### src/include/muldiv_defs.svh
// Sizing constants for the M-extension execution unit.
// Include this wherever the operand width, the multiplier depth or the
// divider iteration count is needed. The unit's fixed latencies follow from
// these values.

`ifndef MULDIV_DEFS_SVH
`define MULDIV_DEFS_SVH

// Width of one operand or result word in bits.
`define MULDIV_XLEN 32

// Number of multiplier pipeline stages that follow the input flop stage.
// A multiply result therefore appears one stage later than this count
// after the operation is accepted.
`define MULDIV_MUL_STAGES 4

// Number of restoring shift-subtract steps the divider performs.
// One step is taken per clock, so this sets the length of the run phase.
`define MULDIV_DIV_ITERS 32

`endif
### src/hdl/muldiv_pkg.sv
// Types of the M-extension execution unit.
// Holds the opcode encoding and the divider FSM states, plus a small helper
// that sorts opcodes into the multiply and divide groups.

package muldiv_pkg;

    // M-extension operations in RISC-V funct3 order.
    // The top bit is set for the four divide and remainder operations.
    typedef enum logic [2:0] {
        MUL    = 3'b000,
        MULH   = 3'b001,
        MULHSU = 3'b010,
        MULHU  = 3'b011,
        DIV    = 3'b100,
        DIVU   = 3'b101,
        REM    = 3'b110,
        REMU   = 3'b111
    } muldiv_op_e;

    // States of the iterative divider.
    // DIV_RUN lasts one cycle per iteration, DIV_FIX lasts a single cycle.
    typedef enum logic [1:0] {
        DIV_IDLE = 2'b00,
        DIV_RUN  = 2'b01,
        DIV_FIX  = 2'b10
    } div_state_e;

    // Returns one for operations that belong to the divider.
    function automatic logic op_is_div(input muldiv_op_e op);
        return op[2];
    endfunction

endpackage

### src/hdl/rv_pkg.sv
// Core-wide data types shared by every block of the core.
// Import it wherever a word or a double word crosses a port or is stored.

`include "muldiv_defs.svh"

package rv_pkg;

    // One architectural word.
    // Every operand and result port of the execution units uses this type.
    typedef logic [`MULDIV_XLEN-1:0] word_t;

    // Two words side by side.
    // The multiplier keeps its full product in this type.
    // The divider keeps its remainder in the upper word and its quotient in
    // the lower word.
    typedef logic [2*`MULDIV_XLEN-1:0] dword_t;

endpackage

### src/hdl/muldiv_unit.sv
// Top level of the M-extension execution unit.
// Accepts one operation per i_valid strobe while o_ready is high and routes
// it to the multiplier or the divider. Results from both return on one
// output as a single-cycle o_valid pulse.

`timescale 1ns/1ps

module muldiv_unit (
    input  logic                   i_clk,
    input  logic                   i_rst_n,
    input  logic                   i_valid,
    input  muldiv_pkg::muldiv_op_e i_op,
    input  rv_pkg::word_t          i_rs1,
    input  rv_pkg::word_t          i_rs2,
    output logic                   o_ready,
    output logic                   o_valid,
    output rv_pkg::word_t          o_result
);
    import rv_pkg::*;
    import muldiv_pkg::*;

    // Issue side.
    logic accept;
    logic is_div;
    logic mul_valid;
    logic div_start;

    // Return side.
    logic  mul_valid_out;
    word_t mul_result;
    logic  div_busy;
    logic  div_done;
    word_t div_result;

    // A strobe counts only while the divider is idle.
    // The top bit of the opcode picks the destination.
    assign accept    = i_valid & o_ready;
    assign is_div    = op_is_div(i_op);
    assign mul_valid = accept & ~is_div;
    assign div_start = accept & is_div;

    muldiv_multiplier u_mul (
        .i_clk          (i_clk),
        .i_rst_n        (i_rst_n),
        .i_valid        (mul_valid),
        .i_op           (i_op),
        .i_multiplicand (i_rs1),
        .i_multiplier   (i_rs2),
        .o_valid        (mul_valid_out),
        .o_result       (mul_result)
    );

    muldiv_divider u_div (
        .i_clk      (i_clk),
        .i_rst_n    (i_rst_n),
        .i_start    (div_start),
        .i_op       (i_op),
        .i_dividend (i_rs1),
        .i_divisor  (i_rs2),
        .o_busy     (div_busy),
        .o_done     (div_done),
        .o_result   (div_result)
    );

    // The unit is ready whenever the divider is not working.
    assign o_ready = ~div_busy;

    // Multiplies drain long before a divide that follows them can finish,
    // and none enter while the divider is busy.
    // At most one source pulses in any cycle, so a plain select is enough.
    assign o_valid  = mul_valid_out | div_done;
    assign o_result = div_done ? div_result : mul_result;

endmodule

### src/hdl/muldiv_divider.sv
// Iterative restoring divider for DIV, DIVU, REM and REMU.
// A start in DIV_IDLE loads the operand magnitudes, DIV_RUN takes one
// shift-subtract step per clock and DIV_FIX restores the signs and picks the
// quotient or remainder. The latency is the same for every operand value.

`timescale 1ns/1ps
`include "muldiv_defs.svh"

module muldiv_divider (
    input  logic                   i_clk,
    input  logic                   i_rst_n,
    input  logic                   i_start,
    input  muldiv_pkg::muldiv_op_e i_op,
    input  rv_pkg::word_t          i_dividend,
    input  rv_pkg::word_t          i_divisor,
    output logic                   o_busy,
    output logic                   o_done,
    output rv_pkg::word_t          o_result
);
    import rv_pkg::*;
    import muldiv_pkg::*;

    localparam int XLEN  = `MULDIV_XLEN;
    localparam int CNT_W = $clog2(`MULDIV_DIV_ITERS);
    localparam logic [CNT_W-1:0] LAST_ITER = CNT_W'(`MULDIV_DIV_ITERS - 1);

    // FSM and control flags.
    div_state_e       state;
    logic             busy;
    logic             done;
    logic [CNT_W-1:0] iter_cnt;

    // Decode of the incoming operation.
    logic  ld_signed;
    logic  ld_rem;
    logic  ld_a_neg;
    logic  ld_b_neg;
    word_t ld_a_mag;
    word_t ld_b_mag;

    // Working registers.
    // The upper word of acc is the partial remainder, the lower word collects
    // quotient bits while the dividend shifts out of it.
    dword_t acc;
    word_t  divisor_q;
    logic   q_neg;
    logic   r_neg;
    logic   div_zero;
    logic   want_rem;
    word_t  result_q;

    // One shift-subtract step.
    logic [XLEN:0] rem_shift;
    logic [XLEN:0] trial;
    word_t         rem_next;
    word_t         quo_next;

    // Sign-corrected results.
    word_t quo_fix;
    word_t rem_fix;

    // Signed operations divide magnitudes and fix the signs at the end.
    // The most negative value keeps its bit pattern when negated, which is
    // exactly its magnitude read as unsigned.
    always_comb begin
        ld_signed = (i_op == DIV) || (i_op == REM);
        ld_rem    = (i_op == REM) || (i_op == REMU);
        ld_a_neg  = ld_signed & i_dividend[XLEN-1];
        ld_b_neg  = ld_signed & i_divisor[XLEN-1];
        ld_a_mag  = ld_a_neg ? -i_dividend : i_dividend;
        ld_b_mag  = ld_b_neg ? -i_divisor : i_divisor;
    end

    // The partial remainder is shifted left with the next dividend bit.
    // It can reach one bit more than a word, so the trial subtraction is
    // one bit wider and its top bit tells whether the divisor fitted.
    always_comb begin
        rem_shift = acc[2*XLEN-1:XLEN-1];
        trial     = rem_shift - {1'b0, divisor_q};
        rem_next  = trial[XLEN] ? rem_shift[XLEN-1:0] : trial[XLEN-1:0];
        quo_next  = {acc[XLEN-2:0], ~trial[XLEN]};
    end

    // With a zero divisor every step succeeds.
    // The quotient comes out as all ones and the remainder as the dividend
    // magnitude, so only the quotient sign flip has to be held off.
    // The remainder always takes the sign of the dividend.
    always_comb begin
        if (div_zero) begin
            quo_fix = '1;
        end else if (q_neg) begin
            quo_fix = -acc[XLEN-1:0];
        end else begin
            quo_fix = acc[XLEN-1:0];
        end
        rem_fix = r_neg ? -acc[2*XLEN-1:XLEN] : acc[2*XLEN-1:XLEN];
    end

    // Control FSM.
    // The accepting edge is the load edge, then one edge per iteration and
    // one fix-up edge that raises o_done for a single cycle.
    always_ff @(posedge i_clk or negedge i_rst_n) begin
        if (!i_rst_n) begin
            state    <= DIV_IDLE;
            busy     <= 1'b0;
            done     <= 1'b0;
            iter_cnt <= '0;
        end else begin
            done <= 1'b0;
            case (state)
                DIV_IDLE: begin
                    if (i_start) begin
                        state    <= DIV_RUN;
                        busy     <= 1'b1;
                        iter_cnt <= '0;
                    end
                end
                DIV_RUN: begin
                    iter_cnt <= iter_cnt + 1'b1;
                    if (iter_cnt == LAST_ITER) begin
                        state <= DIV_FIX;
                    end
                end
                DIV_FIX: begin
                    state <= DIV_IDLE;
                    busy  <= 1'b0;
                    done  <= 1'b1;
                end
                default: begin
                    state <= DIV_IDLE;
                    busy  <= 1'b0;
                end
            endcase
        end
    end

    // Datapath registers follow the FSM state.
    always_ff @(posedge i_clk) begin
        case (state)
            DIV_IDLE: begin
                if (i_start) begin
                    acc       <= {{XLEN{1'b0}}, ld_a_mag};
                    divisor_q <= ld_b_mag;
                    q_neg     <= ld_a_neg ^ ld_b_neg;
                    r_neg     <= ld_a_neg;
                    div_zero  <= (i_divisor == '0);
                    want_rem  <= ld_rem;
                end
            end
            DIV_RUN: begin
                acc <= {rem_next, quo_next};
            end
            DIV_FIX: begin
                result_q <= want_rem ? rem_fix : quo_fix;
            end
            default: begin
            end
        endcase
    end

    assign o_busy   = busy;
    assign o_done   = done;
    assign o_result = result_q;

endmodule

### src/hdl/muldiv_multiplier.sv
// Pipelined 32 x 32 multiplier for the MUL, MULH, MULHSU and MULHU operations.
// One input flop stage is followed by the multiplier stages, so a result
// leaves a fixed number of cycles after it enters. A new operation may enter
// on every cycle and results leave in issue order.

`timescale 1ns/1ps
`include "muldiv_defs.svh"

module muldiv_multiplier (
    input  logic                   i_clk,
    input  logic                   i_rst_n,
    input  logic                   i_valid,
    input  muldiv_pkg::muldiv_op_e i_op,
    input  rv_pkg::word_t          i_multiplicand,
    input  rv_pkg::word_t          i_multiplier,
    output logic                   o_valid,
    output rv_pkg::word_t          o_result
);
    import rv_pkg::*;
    import muldiv_pkg::*;

    localparam int XLEN = `MULDIV_XLEN;
    localparam int LAST = `MULDIV_MUL_STAGES;

    // Bit 0 belongs to the input flop stage, bit LAST to the final stage.
    logic [LAST:0] stage_valid;

    // Input flop stage contents.
    muldiv_op_e stage0_op;
    word_t      stage0_a;
    word_t      stage0_b;

    // Operand extension and the product formed in stage one.
    logic                     a_signed;
    logic                     b_signed;
    logic signed [XLEN:0]     a_ext;
    logic signed [XLEN:0]     b_ext;
    logic signed [2*XLEN+1:0] product;

    // Product and word select carried through the multiplier stages.
    dword_t [LAST:1] stage_prod;
    logic   [LAST:1] stage_upper;

    // The valid bits shift along with the data, one stage per clock.
    always_ff @(posedge i_clk or negedge i_rst_n) begin
        if (!i_rst_n) begin
            stage_valid <= '0;
        end else begin
            stage_valid <= {stage_valid[LAST-1:0], i_valid};
        end
    end

    // Input flop stage.
    always_ff @(posedge i_clk) begin
        stage0_op <= i_op;
        stage0_a  <= i_multiplicand;
        stage0_b  <= i_multiplier;
    end

    // Each operand gets one extra bit on top.
    // For a signed operand that bit copies the sign, otherwise it is zero.
    // Both extended operands are then signed, so a single signed multiply
    // gives the right product for every sign combination.
    always_comb begin
        a_signed = (stage0_op == MULH) || (stage0_op == MULHSU);
        b_signed = (stage0_op == MULH);
        a_ext    = signed'({a_signed & stage0_a[XLEN-1], stage0_a});
        b_ext    = signed'({b_signed & stage0_b[XLEN-1], stage0_b});
        product  = a_ext * b_ext;
    end

    // Stage one captures the low two words of the product.
    // The remaining stages only carry it forward.
    always_ff @(posedge i_clk) begin
        stage_prod[1]  <= product[2*XLEN-1:0];
        stage_upper[1] <= (stage0_op != MUL);
        for (int i = 2; i <= LAST; i++) begin
            stage_prod[i]  <= stage_prod[i-1];
            stage_upper[i] <= stage_upper[i-1];
        end
    end

    // MUL wants the low word, the three high variants want the upper word.
    assign o_valid  = stage_valid[LAST];
    assign o_result = stage_upper[LAST] ? stage_prod[LAST][2*XLEN-1:XLEN]
                                        : stage_prod[LAST][XLEN-1:0];

endmodule

### config.mk
export PLATFORM = sky130hd
export DESIGN_NAME = muldiv_unit
export DESIGN_NICKNAME = d
export VERILOG_FILES = /design/src/hdl/muldiv_pkg.sv /design/src/hdl/rv_pkg.sv /design/src/hdl/muldiv_unit.sv /design/src/hdl/muldiv_divider.sv /design/src/hdl/muldiv_multiplier.sv
export VERILOG_INCLUDE_DIRS = /design/src /design/src/include
export SDC_FILE = /design/constraint.sdc
export NUM_CORES = 2
export LEC_CHECK = 0
export ABC_AREA = 1
export BUFFER_PORTS_ARGS = -buffer_cell sky130_fd_sc_hd__buf_2
export CAP_MARGIN = 20
export CORE_MARGIN = 4
export CORE_UTILIZATION = 60
export DETAILED_ROUTE_END_ITERATION = 10
export PLACE_DENSITY_LB_ADDON = 0.3
export SLEW_MARGIN = 30
export SYNTH_ARGS = -nofsm -noshare
export SYNTH_HDL_FRONTEND = slang
export SYNTH_SLANG_ARGS = --single-unit
### constraint.sdc
create_clock -name i_clk -period 7.03 [get_ports i_clk]
set_clock_uncertainty 0.1 [all_clocks]
set_input_delay 0.703 -clock i_clk [delete_from_list [all_inputs] [get_ports i_clk]]
set_output_delay 0.703 -clock i_clk [all_outputs]
set_load 0.01 [all_outputs]
==> impl_metrics.py <==
metrics = {
    "synthesis": {
        "synth.distinct_cells": 52,
        "netlist_instances": 7145,
        "ys_ff_latch": 473,
        "synth_ff_type": "dfxtp_1",
        "avgSynthCellArea_um2": 8.19,
        "synth_seq_area_share": 0.186,
        "synth_enable_flop_cells": 132,
        "synth.yosys.warnings": 0,
        "netlist_area_um2": 58500,
        "synth.net_count": 8591,
        "ys_async_sr_fraction": 0.0296,
    },
    "setup_path": {
        "slowest_stage": "fa_2",
        "cp-start-kind": "flip-flop",
        "max_stage_delay_ps": 600,
        "required_ps": 7440,
        "criticalPathCategory": "flip-flop to flip-flop",
        "reg2reg_slack_ps": -30,
        "cp-end-kind": "flip-flop",
        "critPathMostFrequentCell": "fa_1",
        "crit_fanout": 8,
        "crit_arrival_ps": 7470,
    },
    "run": {
        "drv_cap": 0,
    },
    "cts": {
        "worstSkewPairLatency_ps": 620,
        "cts_buffers": 47,
        "path_clk_slew_ps": 70,
        "clock_path_buffers": 3,
        "cts.sinks": 473,
        "clock-root-buffer": "clkbuf_16",
        "cts_tree": "yes",
        "h-tree-depth": 2,
    },
    "drt": {
        "drc": 0,
        "wirelength_mm": 181,
        "top_layer": "met5",
        "vias_per_cell": 5.47,
        "wl_met2_mm": 86.1,
        "wl_met1_mm": 64.9,
        "drtIter0Drc": 4513,
        "drtAntennaViolNets": 0,
        "vias": 48136,
        "dr_wl_met3_mm": 15.8,
        "drt_first_pass_iters": 8,
        "wire_per_inst_um": 20.6,
    },
    "final_layout": {
        "final_core_util": 0.700,
        "regArea_um2": 10900,
        "drive_gt1_frac": 0.147,
        "fillCellCount": 7465,
        "area_growth_pct": 15.8,
        "multi_input_area_um2": 41300,
        "finalNetCount": 8918,
        "design_area_um2": 67700,
    },
    "worst_hold_path": {
        "hp-class": "input pin to flip-flop",
    },
    "global_route": {
        "grt_start_max_net_pins": 69,
        "grt_usage": 0.355,
        "grt_first_pass_wirelength_mm": 282,
        "grt-ovfl-total": 0,
        "grt_pass1_vias": 50788,
        "antenna_found_initial": 19,
    },
    "sta": {
        "period_minus_slack_ps": 7060,
        "rsz0062_at_grt": "true",
        "worstMarginPinSlew_ps": 976,
        "fmax_mhz": 142,
        "setup_ws_ps": -34.0,
        "relSlewSlack": 0.349,
        "finalSetupViolations": 1,
        "period_share": 1.00,
        "report.final.slew_viol_count": 0,
        "hold_viol_final": 0,
        "setup_tns_ps": -34.0,
    },
    "placed_design": {
        "dpl_cell_area_um2": 63900,
        "io_buffers": 103,
        "gp_congestion": 1.02,
        "hpwl_mm": 149,
    },
    "floorplanning": {
        "start_util": 0.605,
        "io_pins": 104,
        "die_y_um": 320,
        "die_area_um2": 103000,
        "rows": 114,
        "fp.dieW_um": 320,
        "core_area_um2": 96700,
    },
    "outcome": {
        "status": "finished with violations",
        "violations": "negative setup slack",
    },
}
==> what timing repair did <==
action,CTS,global route
endpoints found under the hold margin,14,0
hold buffers,1,0
resized for setup,65,440
cloned,0,3
pin swaps,19,160
setup endpoints to repair,34,41
setup buffers,2,36
==> final cells by class <==
cell class	count	share of cell area
Tap cell	1276	0.0236
Multi-Input combinational cell	4520	0.609
Sequential cell	473	0.161
Inverter	1856	0.103
Clock inverter	32	0.00556
Timing Repair Buffer	574	0.0781
Antenna cell	15	0.000554
Clock buffer	56	0.0188
==> registers in the layout, indices dropped and copies added, names as in the netlist, 2 cells and up <==
register and flops:
u_div.divisor_q 32, u_div.acc 64, u_mul.stage_prod 256, u_mul.stage0_a 32
u_div.iter_cnt 5, u_div.o_result 32, u_mul.stage0_b 32, u_mul.stage_upper 4
u_mul.stage_valid 5, u_mul.stage0_op 3, u_div.state 2
==> cell families (layout without fill, tap and decap cells) <==
family	Yosys count	count (layout)	share of synthesized area
flops	473	473	0.186
simple gates	2545	2545	0.175
other cells	0	15	0
buf+inv	2152	2518	0.139
xor+xnor	126	126	0.0189
compound gates	473	473	0.0431
fa+ha+maj	1376	1376	0.439
==> cells in the final DEF, fill, tap and decap left out, drive strengths merged, types with 4 or more instances in the layout <==
cell,count
nand3b,13
a21oi,229
dfrtp,14
ha,250
xor2,88
fa,1126
diode,15
edfxtp,132
clkinv,20
inv,1862
nor3,41
a31oi,12
o21ai,188
and3,7
or2,15
clkbuf,59
nor2,454
dfxtp,327
nand4,44
o211ai,5
nand2,1758
nand3,202
a21o,7
nor4,4
buf,570
xnor2,38
o21bai,15
bufinv,4
==> cell usage after synthesis (3+ instances only) <==
master    number  area share
o22ai_1        3     0.00032
buf_2          3     0.00026
ha_1         250       0.053
inv_2          4     0.00026
or2_2         14      0.0015
a21oi_2        4     0.00060
and3_1         7     0.00075
dfxtp_1      327        0.11
nand3b_1      13      0.0017
o211ai_1       5     0.00064
o21ai_0      181       0.015
nand4_1       44      0.0047
nand2_4        5     0.00096
nand3_1      199       0.017
nor2_1       442       0.028
inv_1       1850        0.12
o21bai_1      15      0.0019
nand3_2        3     0.00051
a31oi_1       12      0.0013
buf_6          6      0.0012
a21o_1         7     0.00090
nor4_1         4     0.00043
o31ai_1        3     0.00038
nor2_2        11      0.0012
o21ai_1        6     0.00051
xnor2_1       38      0.0057
a21oi_1      225       0.019
nor3_1        38      0.0033
edfxtp_1     132       0.068
nand2_2        7     0.00075
fa_1        1126        0.39
a32o_1         3     0.00051
buf_1          4     0.00026
xor2_1        88       0.013
dfrtp_1       14      0.0060
clkbuf_1     283       0.018
nand2_1     1746        0.11
nor3_2         3     0.00051
==> path summary, 6_finish.rpt <==
kind,startpoint,cells past startpoint,end
max,u_mul.stage0_op[2]$_DFF_P_,31,u_mul.stage_prod[54]$_DFF_P_
min,i_rs2[25],1,u_mul.stage0_b[25]$_DFF_P_
max reg2reg,u_mul.stage0_op[2]$_DFF_P_,31,u_mul.stage_prod[54]$_DFF_P_
min reg2reg,u_mul.stage_prod[7]$_DFF_P_,0,u_mul.stage_prod[71]$_DFF_P_
max in group asynchronous,i_rst_n,2,u_div.state[1]$_DFFE_PN0P_
min in group asynchronous,i_rst_n,2,u_div.iter_cnt[2]$_DFFE_PN0P_
==> worst max-delay path, delay by kind of cell, from the launching register on <==
family | cells | cell delay (ps)
fa+ha+maj | 9 | 4470
flops | 1 | 340
simple gates | 12 | 1160
buf+inv | 10 | 870
==> metal layers <==
layer | vias up | GRT usage
met5 | - | 0
li1 | 21355 | -
met2 | 2515 | 0.595
met1 | 23517 | 0.435
met4 | 8 | 0.217
met3 | 741 | 0.0575
==> per-stage QoR <==
stage | std cells | hold WS, ps | worst slack [ps]
after floorplan | 7145 | 210 | -61.0
after global placement | 8657 | 210 | -250
after detailed placement | 8657 | 212 | -286
after CTS | 8748 | 111 | -0.189
after global routing | 8795 | 125 | -233
final | 8802 | 138 | -34.0
Power is left out: the tool's default activity adds up to more than one toggle a clock period on the data nets, which glitch-free logic cannot reach.
